### src/br_pkg.sv
package br_pkg;

	localparam int N_BR_ENTRY = 4;
	localparam int RAS_PTR_W = 3;
	localparam int DATA_W = 32;
	localparam int ADDR_W = 16;
	localparam int ROB_W = 5;

	typedef logic [DATA_W-1:0] data_t;
	typedef logic [ADDR_W-1:0] addr_t;
	typedef logic [ROB_W-1:0] rob_tag_t;
	typedef logic [RAS_PTR_W-1:0] ras_ptr_t;
	typedef logic [$clog2(N_BR_ENTRY)-1:0] br_idx_t;
	typedef logic [$clog2(N_BR_ENTRY):0] br_cnt_t;

	typedef enum logic {
		CMP_EQ,
		CMP_LE  // signed
	} cmp_op_t;

	typedef enum logic [1:0] {
		ST_RUN,
		ST_FLUSH,
		ST_REFILL
	} recover_state_t;

	typedef struct packed {
		logic valid;
		rob_tag_t tag;
		data_t data;
	} cdb_t;

	typedef struct packed {
		cmp_op_t op;
		cdb_t opd_a;
		cdb_t opd_b;
		logic prediction;  // 1 = taken
		addr_t addr_on_failure;
		rob_tag_t rob_tag;
	} br_issue_t;

	typedef struct packed {
		logic failure;
		logic prediction;
		addr_t addr_on_failure;
	} br_commit_t;

	// waiting compare
	typedef struct packed {
		cmp_op_t op;
		cdb_t opd_a;
		cdb_t opd_b;
	} cmp_entry_t;

	// in-order branch slot with its stack checkpoint
	typedef struct packed {
		logic prediction;
		addr_t addr_on_failure;
		rob_tag_t rob_tag;
		logic resolved;
		logic failure;
		ras_ptr_t ras_ptr;
		addr_t ras_addr;
	} br_entry_t;

endpackage

### src/br_counter.sv
`timescale 1ns/10ps

module br_counter import br_pkg::*; (
	input logic clk,
	input logic reset,
	input logic iss_valid,
	input logic stall,
	input logic commit_valid,
	input logic res_valid,
	input logic flush,
	output logic iss_ready,
	output logic iss_fire,
	output br_cnt_t br_count,
	output br_cnt_t cmp_count,
	output br_idx_t res_idx
);

	br_cnt_t unresolved_pos;

	// a commit in this cycle frees a slot
	assign iss_ready = !stall && (br_count < br_cnt_t'(N_BR_ENTRY) || commit_valid);
	assign iss_fire = iss_valid && iss_ready;

	// oldest unresolved branch sits behind the resolved ones
	assign unresolved_pos = br_count - cmp_count;

	// index after the commit shift, which is where br_queue writes
	assign res_idx = br_idx_t'(unresolved_pos - br_cnt_t'(commit_valid));

	always_ff @(posedge clk) begin
		if (reset || flush) begin
			br_count <= '0;
			cmp_count <= '0;
		end else begin
			br_count <= br_count + br_cnt_t'(iss_fire) - br_cnt_t'(commit_valid);
			cmp_count <= cmp_count + br_cnt_t'(iss_fire) - br_cnt_t'(res_valid);
		end
	end

endmodule

### src/br_queue.sv
`timescale 1ns/10ps

module br_queue import br_pkg::*; (
	input logic clk,
	input logic reset,
	input logic iss_fire,
	input br_issue_t iss,
	input ras_ptr_t ras_top_ptr,
	input addr_t ras_top_addr,
	input logic res_valid,
	input logic res_taken,
	input br_idx_t res_idx,
	input rob_tag_t commit_tag,
	input br_cnt_t br_count,
	input logic flush,
	output logic commit_valid,
	output br_commit_t commit_info,
	output ras_ptr_t restore_ptr,
	output addr_t restore_addr,
	output logic speculating
);

	br_entry_t b [N_BR_ENTRY];
	br_entry_t nxt [N_BR_ENTRY];
	br_entry_t new_e;
	br_idx_t wr_idx;

	assign new_e.prediction = iss.prediction;
	assign new_e.addr_on_failure = iss.addr_on_failure;
	assign new_e.rob_tag = iss.rob_tag;
	assign new_e.resolved = 1'b0;
	assign new_e.failure = 1'b0;
	assign new_e.ras_ptr = ras_top_ptr;   // checkpoint at issue
	assign new_e.ras_addr = ras_top_addr;

	assign commit_valid = !flush && br_count != '0 && b[0].resolved
		&& b[0].rob_tag == commit_tag;

	assign commit_info.failure = b[0].failure;
	assign commit_info.prediction = b[0].prediction;
	assign commit_info.addr_on_failure = b[0].addr_on_failure;

	assign speculating = br_count != '0;

	// tail slot once the head has left
	assign wr_idx = br_idx_t'(br_count - br_cnt_t'(commit_valid));

	always_comb begin
		for (int i = 0; i < N_BR_ENTRY; i++)
			nxt[i] = b[i];
		if (commit_valid) begin
			for (int i = 0; i < N_BR_ENTRY - 1; i++)
				nxt[i] = b[i+1];
		end
		// res_idx already points into the shifted queue
		if (res_valid) begin
			nxt[res_idx].resolved = 1'b1;
			nxt[res_idx].failure = res_taken != nxt[res_idx].prediction;
		end
		if (iss_fire)
			nxt[wr_idx] = new_e;
	end

	always_ff @(posedge clk) begin
		if (!reset) begin
			for (int i = 0; i < N_BR_ENTRY; i++)
				b[i] <= nxt[i];
		end
	end

	// stack state of the committing branch, used in the flush cycle
	always_ff @(posedge clk) begin
		if (commit_valid) begin
			restore_ptr <= b[0].ras_ptr;
			restore_addr <= b[0].ras_addr;
		end
	end

endmodule

### src/br_recover_fsm.sv
`timescale 1ns/10ps

module br_recover_fsm import br_pkg::*; (
	input logic clk,
	input logic reset,
	input logic commit_valid,
	input br_commit_t commit_info,
	output logic flush,
	output logic stall
);

	recover_state_t state;
	recover_state_t state_nxt;
	logic mispredict;

	assign mispredict = commit_valid && commit_info.failure;

	always_comb begin
		state_nxt = state;
		case (state)
			ST_RUN: begin
				if (mispredict)
					state_nxt = ST_FLUSH;
			end
			ST_FLUSH: state_nxt = ST_REFILL;  // queues clear, stack restored
			ST_REFILL: state_nxt = ST_RUN;    // return_addr reloads
			default: state_nxt = ST_RUN;
		endcase
	end

	always_ff @(posedge clk) begin
		if (reset)
			state <= ST_RUN;
		else
			state <= state_nxt;
	end

	assign flush = state == ST_FLUSH;
	assign stall = state != ST_RUN;  // no issue during recovery

endmodule

### src/br_unit.sv
`timescale 1ns/10ps

module br_unit import br_pkg::*; (
	input logic clk,
	input logic reset,
	input logic iss_valid,
	output logic iss_ready,
	input br_issue_t iss,
	input cdb_t cdb,
	input rob_tag_t commit_tag,
	output logic commit_valid,
	output br_commit_t commit_info,
	input logic ras_push,
	input logic ras_pop,
	input addr_t push_addr,
	output addr_t return_addr,
	output logic flush,
	output logic speculating
);

	logic iss_fire;
	logic stall;
	logic res_valid;
	logic res_taken;
	br_idx_t res_idx;
	br_cnt_t br_count;
	br_cnt_t cmp_count;
	ras_ptr_t ras_top_ptr;
	addr_t ras_top_addr;
	ras_ptr_t restore_ptr;
	addr_t restore_addr;

	br_counter i_counter (
		.clk(clk),
		.reset(reset),
		.iss_valid(iss_valid),
		.stall(stall),
		.commit_valid(commit_valid),
		.res_valid(res_valid),
		.flush(flush),
		.iss_ready(iss_ready),
		.iss_fire(iss_fire),
		.br_count(br_count),
		.cmp_count(cmp_count),
		.res_idx(res_idx)
	);

	cmp_queue i_cmp_queue (
		.clk(clk),
		.reset(reset),
		.iss_fire(iss_fire),
		.iss(iss),
		.cdb(cdb),
		.flush(flush),
		.cmp_count(cmp_count),
		.res_valid(res_valid),
		.res_taken(res_taken)
	);

	br_queue i_br_queue (
		.clk(clk),
		.reset(reset),
		.iss_fire(iss_fire),
		.iss(iss),
		.ras_top_ptr(ras_top_ptr),
		.ras_top_addr(ras_top_addr),
		.res_valid(res_valid),
		.res_taken(res_taken),
		.res_idx(res_idx),
		.commit_tag(commit_tag),
		.br_count(br_count),
		.flush(flush),
		.commit_valid(commit_valid),
		.commit_info(commit_info),
		.restore_ptr(restore_ptr),
		.restore_addr(restore_addr),
		.speculating(speculating)
	);

	ras i_ras (
		.clk(clk),
		.reset(reset),
		.push(ras_push),
		.pop(ras_pop),
		.push_addr(push_addr),
		.flush(flush),
		.restore_ptr(restore_ptr),
		.restore_addr(restore_addr),
		.top_ptr(ras_top_ptr),
		.top_addr(ras_top_addr),
		.return_addr(return_addr)
	);

	br_recover_fsm i_recover (
		.clk(clk),
		.reset(reset),
		.commit_valid(commit_valid),
		.commit_info(commit_info),
		.flush(flush),
		.stall(stall)
	);

endmodule

### src/cmp_queue.sv
`timescale 1ns/10ps

module cmp_queue import br_pkg::*; (
	input logic clk,
	input logic reset,
	input logic iss_fire,
	input br_issue_t iss,
	input cdb_t cdb,
	input logic flush,
	input br_cnt_t cmp_count,
	output logic res_valid,
	output logic res_taken
);

	cmp_entry_t q [N_BR_ENTRY];
	cmp_entry_t upd [N_BR_ENTRY];  // after bus wakeup
	cmp_entry_t sh [N_BR_ENTRY];   // after head pop
	cmp_entry_t new_e;
	br_cnt_t live;
	logic head_ready;
	logic clear_q;

	// operand picks up the bus value when its tag is broadcast
	function automatic cdb_t wake(cdb_t opd, cdb_t bus);
		cdb_t r;
		r = opd;
		if (!opd.valid && bus.valid && bus.tag == opd.tag) begin
			r.valid = 1'b1;
			r.data = bus.data;
		end
		return r;
	endfunction

	assign new_e.op = iss.op;
	assign new_e.opd_a = wake(iss.opd_a, cdb);  // same-cycle broadcast counts
	assign new_e.opd_b = wake(iss.opd_b, cdb);

	always_comb begin
		for (int i = 0; i < N_BR_ENTRY; i++) begin
			upd[i].op = q[i].op;
			upd[i].opd_a = wake(q[i].opd_a, cdb);
			upd[i].opd_b = wake(q[i].opd_b, cdb);
		end
	end

	assign head_ready = cmp_count != '0 && q[0].opd_a.valid && q[0].opd_b.valid;
	assign res_valid = head_ready;

	always_comb begin
		case (q[0].op)
			CMP_EQ: res_taken = q[0].opd_a.data == q[0].opd_b.data;
			CMP_LE: res_taken = $signed(q[0].opd_a.data) <= $signed(q[0].opd_b.data);
			default: res_taken = 1'b0;
		endcase
	end

	always_comb begin
		for (int i = 0; i < N_BR_ENTRY; i++)
			sh[i] = upd[i];
		if (res_valid) begin
			for (int i = 0; i < N_BR_ENTRY - 1; i++)
				sh[i] = upd[i+1];
		end
	end

	assign live = cmp_count - br_cnt_t'(res_valid);

	// count is cleared in br_counter, entries past it are dead
	assign clear_q = reset || flush;

	always_ff @(posedge clk) begin
		if (!clear_q) begin
			for (int i = 0; i < N_BR_ENTRY; i++) begin
				if (i < int'(live))
					q[i] <= sh[i];
				else if (iss_fire && i == int'(live))
					q[i] <= new_e;  // tail write
			end
		end
	end

endmodule

### src/ras.sv
`timescale 1ns/10ps

module ras import br_pkg::*; (
	input logic clk,
	input logic reset,
	input logic push,
	input logic pop,
	input addr_t push_addr,
	input logic flush,
	input ras_ptr_t restore_ptr,
	input addr_t restore_addr,
	output ras_ptr_t top_ptr,
	output addr_t top_addr,
	output addr_t return_addr
);

	localparam int N_SLOT = 2**RAS_PTR_W;

	addr_t mem [N_SLOT];
	ras_ptr_t ptr;
	ras_ptr_t ptr_nxt;
	addr_t top_nxt;
	logic wr_en;
	ras_ptr_t wr_ptr;
	addr_t wr_data;

	assign top_ptr = ptr;
	assign top_addr = mem[ptr];

	// flush wins, then push over pop
	always_comb begin
		if (flush)
			ptr_nxt = restore_ptr;
		else if (push)
			ptr_nxt = ptr + 1'b1;
		else if (pop)
			ptr_nxt = ptr - 1'b1;
		else
			ptr_nxt = ptr;
	end

	always_comb begin
		wr_en = flush || push;
		wr_ptr = ptr_nxt;
		wr_data = flush ? restore_addr : push_addr;  // restore repairs one slot
	end

	// written slot bypasses the array for the registered top
	assign top_nxt = wr_en ? wr_data : mem[ptr_nxt];

	always_ff @(posedge clk) begin
		if (reset)
			ptr <= '1;  // first push lands in slot 0
		else
			ptr <= ptr_nxt;
	end

	always_ff @(posedge clk) begin
		if (wr_en && !reset)
			mem[wr_ptr] <= wr_data;
	end

	always_ff @(posedge clk) begin
		return_addr <= top_nxt;
	end

endmodule

### config.mk
export PLATFORM = sky130hd
export DESIGN_NAME = br_unit
export DESIGN_NICKNAME = d
export VERILOG_FILES = /design/src/br_pkg.sv /design/src/br_counter.sv /design/src/br_queue.sv /design/src/br_recover_fsm.sv /design/src/br_unit.sv /design/src/cmp_queue.sv /design/src/ras.sv
export SDC_FILE = /design/constraint.sdc
export NUM_CORES = 2
export LEC_CHECK = 0
export BUFFER_PORTS_ARGS = -buffer_cell sky130_fd_sc_hd__buf_2
export CORE_ASPECT_RATIO = 1.5
export CORE_MARGIN = 5
export CORE_UTILIZATION = 58
export DETAILED_ROUTE_END_ITERATION = 8
export GPL_ROUTABILITY_DRIVEN = 0
export GPL_TIMING_DRIVEN = 0
export PLACE_DENSITY = 0.77
export SLEW_MARGIN = 10
export SYNTH_ARGS = -nofsm -noshare
export SYNTH_HDL_FRONTEND = slang
export SYNTH_SLANG_ARGS = --single-unit
export TNS_END_PERCENT = 5
### constraint.sdc
create_clock -name clk -period 11.61 [get_ports clk]
set_input_delay 1.161 -clock clk [delete_from_list [all_inputs] [get_ports clk]]
set_output_delay 1.161 -clock clk [all_outputs]
set_load 0.02 [all_outputs]
### Word-level counts from Yosys, hierarchy flattened

Memories as Yosys holds them, arrays and structs flattened. A register that Yosys moved wholly into a read port is not among the register bits.
Cells that the tools add are included.

| cells by class | value |
|---|---|
| $add $sub $neg | 10 |
| order comparisons | 10 |
| equality and inequality tests | 18 |
| muxes and demuxes | 80 |
| bitwise operators | 7 |
| reduce and logical (&&, ||, !) cells | 56 |

Operators with widths:

| kind | number |
|---|---|
| 172-bit bitwise mux | 3 |
| 172-bit two-way mux | 2 |
| 32-bit two-way mux | 10 |
| 77-bit two-way mux | 4 |
| 43-bit demux with 2-bit select | 3 |
| 231-bit two-way mux | 1 |
| 129-bit two-way mux | 1 |
| 43-bit two-way mux | 3 |
| 43-bit binary-select mux with 2-bit select | 1 |
| 5-bit equality test | 11 |
| 1-bit two-way mux | 41 |
| 1-bit logical AND | 35 |
| 32-bit equality test | 1 |
| 32-bit <= comparator | 1 |
| 16-bit two-way mux | 2 |
| 21-bit two-way mux | 1 |
| 20-bit two-way mux | 1 |
| 1-bit logical NOT | 13 |
| 3-bit two-way mux | 4 |
| 3-bit by 1-bit subtractor with 3-bit output | 3 |
| 3-bit by 1-bit adder with 3-bit output | 2 |
| 3-bit equality test, first input constant | 2 |
| 3-bit greater-or-equal comparator, second input constant | 2 |
| 1-bit by 3-bit < comparator with 1-bit output, first input constant | 2 |
| other kinds (22) | 32 |

| storage, ports and cells | value |
|---|---|
| flip-flop bits (word level) | 46 |
| memory bits (writable) | 608 |
| bits of input ports | 163 |
| output and inout port bits | 38 |
| word-level logic and storage cells | 191 |
| memories kept | 3 |

Memories:

| name | words | width | rd ports | clocked after memory_dff | wr ports | line | text |
|---|---|---|---|---|---|---|---|
| i_cmp_queue.q | 4 | 77 | 4 | 0 | 4 | cmp_queue.sv:15 | `cmp_entry_t q [N_BR_ENTRY];` |
| i_br_queue.b | 4 | 43 | 4 | 0 | 4 | br_queue.sv:23 | `br_entry_t b [N_BR_ENTRY];` |
| i_ras.mem | 8 | 16 | 2 | 1 | 1 | ras.sv:19 | `addr_t mem [N_SLOT];` |

### Longest topological paths before layout

| logic depth | value |
|---|---|
| word-level depth | 20 |
| depth in mapped cells | 18 |
| depth with buffers taken out | 14 |

### Modules after synthesis

From an unflattened synthesis, not the netlist that was laid out.

| unflattened totals | value |
|---|---|
| cells, all modules | 2,871 |
| area, all modules | 33,482.1 um^2 |

By module, submodules not included:

| module | instances | cells an instance | area each (um^2) | seq. area each (um^2) |
|---|---|---|---|---|
| cmp_queue | 1 | 1,518 | 16,682.2 | 9,248.9 |
| br_queue | 1 | 892 | 9,454.1 | 5,735.5 |
| ras | 1 | 414 | 6,845.3 | 4,224.1 |
| br_counter | 1 | 40 | 424.2 | 120.1 |
| br_recover_fsm | 1 | 7 | 76.3 | 40.0 |

### Worst setup path after synthesis

OpenSTA, ideal clock, no wires.

| timing | value |
|---|---|
| path kind | input-to-reg |
| from | input port reset |
| to | memory i_cmp_queue.q[3][0] (netlist bit), enable pin |
| library setup time | 0.581 ns |
| arrival | 8.387 ns |
| required time | 11.029 ns |
| setup slack | 2.641 ns |
| stages | 4 |
| path buffers | 1 |
| cells stage by stage | clkinv_1 nand2_1 clkbuf_1 o21ai_0 |

RTL lines:

| what | line | text |
|---|---|---|
| from (decl) | br_unit.sv:5 | `input logic reset,` |
| to (decl) | cmp_queue.sv:15 |  |

==> reports/results.tsv <==
metric	value	unit
Yosys warnings	0	
Worst Skew	0.0231	ns
crit end category	flip-flop	
Slew Limit Fails	0	
Static Leak	13.5	nW
Max transition margin	25.6	%
EDFF count, synth	627	
CP max stage cell	inv_1	
Final setup viols	0	
gr ovfl total	0	
most used flip-flop cell after synthesis	edfxtp_1	
Max IR drop VDD	193	µV
worst skew pair latency	0.64	ns
max cap viols	0	
wire per inst	26.4	µm
netlist area before placement	32600	µm²
Post-DP HPWL	72000	µm
starting density of the core	58.5	%
Iter 0 DRT Violations	3003	
vias	26218	
PostCTS Resize Cnt	0	
Mapped Nets	2999	
cts hold-fix bufs	0	
count leader, synth	edfxtp_1	
CTS tree	done	
Worst Max-Slew Pin Slew	1.12	ns
Netlist cell types	68	
Setup WS post-layout	5.31	ns
Worst Hold End	i_br_queue.restore_addr[10]	
Ports	201	
final hold viol count	0	
final WL	101000	µm
Layout area overhead	14.0	%
Hold WC Path Type	flip-flop to flip-flop	
unrepaired setup endpoints after global routing	false	
WHS	0.455	ns
Sink Count	654	
vias per inst	6.83	
clk slew on worst S/H paths	0.07	ns
worst endpoint required time	11.96	ns
Root Driver	clkbuf_16	
Die Y	300	µm
Worst Min Path Start	i_br_queue.b[0][10]	
# nets final	3279	
# Post-CTS Setup Buffers	0	
FMAX	159	MHz
TritonCTS Buffers	61	
number of remaining DRC errors	0	
status	completed	
TNS Setup	0	ns
share of layout cells above drive strength 1	16.3	%
crit-path max cell delay	0.64	ns
register area share after synthesis	59.4	%
num rows	106	
H-tree levels	2	
leading area contributor after synthesis	edfxtp_1	
initial antenna violation count	19	
cells after synthesis	2790	
Die W	204	µm
Yosys reg bits	654	
pre-CTS WS	5.22	ns
Final Cell Area	37200	µm²
first-pass GRT wire length	153000	µm
drt pass-1 iters	8	
input/output buffers	195	
CP startpoint kind	flip-flop	
R2R Path Start	i_counter.cmp_count[1]	
vias in the first global route	27216	
hold depth	0	
total track usage	32.1	%
DRT antenna net count	0	
Critical Path Fanout Max	17	
Setup CP Type	flip-flop to flip-flop	
Reg2Reg Setup Slack	5.31	ns
die footprint	61200	µm²
crit share post-route	54.2	%
worst r2r dst	i_cmp_queue.q[3][69]	
largest net degree at the start of global routing	92	
Post-DP Area	35000	µm²
fin util	66.7	%
most frequent CP cell	clkbuf_1	
synth top area cells	edfxtp_1 (58%), o22ai_1 (4.9%), nand2_1 (3.8%)	
Post-synth ARST share	0	%
Post-Syn Area per Cell	11.7	µm²
Tmin final	6.30	ns
pwr/cell area	244	nW/µm²
top-area cell type share of the netlist area	57.7	%
Post-synth top cells	edfxtp_1 (627), nand2_1 (326), o22ai_1 (257)	
critical-path cell list	nor3_1 -> or3_1 -> clkbuf_1 -> inv_1 -> clkbuf_1 -> clkbuf_1 -> buf_1 -> ha_1 -> ha_1 -> xnor2_1 -> nor2b_1 -> nand4b_1 -> inv_1 -> nand2_1 -> buf_2 -> o22ai_1 -> a21oi_1	
clk buf depth	3	
WP data arrival	6.65	ns
R2R cell count	17	
Placeable Area	55700	µm²
layout make-up:
| type | instances | area (µm²) |
|---|---|---|
| clock inverters | 35 | 425 |
| diodes | 13 | 32.5 |
| plain buffers | 238 | 1090 |
| inverters | 85 | 324 |
| fillers | 4046 | 18600 |
| flip-flops and latches | 654 | 19400 |
| well taps | 702 | 878 |
| clock buffers | 80 | 1690 |
| multi-input cells | 1813 | 11900 |
| repair buffers | 217 | 1430 |
worst max-delay path by stage:
| stage | from | to | slack (ns) | cells after the start |
|---|---|---|---|---|
| after global placement | reset | i_cmp_queue.q[3][51] | -2.05 | 5 |
| after CTS | i_ras.top_ptr[1] | i_ras.mem[3][10] | 5.44 | 12 |
| after detailed placement | commit_tag[4] | i_br_queue.b[1][19] | 5.22 | 18 |
| final | i_counter.cmp_count[1] | i_cmp_queue.q[3][69] | 5.31 | 17 |
| after floorplan | reset | i_cmp_queue.q[3][0] | 2.64 | 4 |
| after global routing | i_counter.cmp_count[1] | i_cmp_queue.q[3][54] | 4.95 | 17 |
kinds of logic (layout without fill, tap and decap cells):
logic type	after synthesis	in the layout	synth area share, %
AO/OA/AOI/OAI	837	837	16.5
other	0	13	0
AND/OR/NAND/NOR	676	676	9.08
multiplexers	183	183	6.96
buffers and inverters	323	655	4.31
adder cells (fa/ha/maj)	46	46	1.83
XOR/XNOR	71	71	1.91
flip-flops	654	654	59.4
cell usage in the layout, fill, tap and decap left out, types with 36 or more instances in the layout:
master	n
edfxtp_1	627
nand2_1	326
o22ai_1	257
buf_2	229
a21oi_1	203
nor2_1	168
clkbuf_1	159
a31oi_1	139
mux2i_1	121
inv_1	81
o21ai_1	68
clkbuf_16	63
nand3_1	45
o221a_2	43
ha_1	43
and2_1	40
xnor2_1	36
worst max-delay path, delay by kind of cell (launching register included):
family	cells	cell delay (ns)
buffers and inverters	7	2.97
and+or+nand+nor	5	1.53
adders and majority gates	2	0.44
DFF	1	0.44
AOI/OAI and AO/OA	2	0.28
xor gates and xnor gates	1	0.36
state kept, by name (all words and copies together), names as in the netlist:
name                     flops
i_cmp_queue.q              308
i_br_queue.b               172
i_ras.mem                  128
i_br_queue.restore_addr     16
i_ras.return_addr           16
i_br_queue.restore_ptr       3
i_counter.br_count           3
i_counter.cmp_count          3
i_ras.top_ptr                3
i_recover.state              2
metal layers:
layer  wire (µm)  GRT usage [%]  share of wire, %  up-vias
met2       51800           56.9                51     1905
met4        7570           21.9               7.5       10
met5          80              0             0.079        -
met3        9600           6.21               9.5      549
li1            -              -                 -    11300
met1       32300           34.6                32    12454
stage by stage:
| step | total power, mW | std cells |
|---|---|---|
| 2_1_floorplan | 5.81 | 2790 |
| 3_3_place_gp | 6.63 | 3687 |
| 3_5_place_dp | 6.84 | 3709 |
| 4_1_cts | 8.97 | 3824 |
| 5_1_grt | 9.43 | 3830 |
| 6_report | 9.05 | 3837 |
report_power, final:
| part | leakage, nW | total, mW | internal [mW] | switching (mW) |
|---|---|---|---|---|
| Clock | 1.03 | 2.14 | 1.24 | 0.901 |
| Combinational | 6.39 | 3.17 | 1.20 | 1.97 |
| Sequential | 6.09 | 3.74 | 3.45 | 0.288 |
| Total | 13.5 | 9.05 | 5.89 | 3.16 |
(Power assumes the default switching activity.)
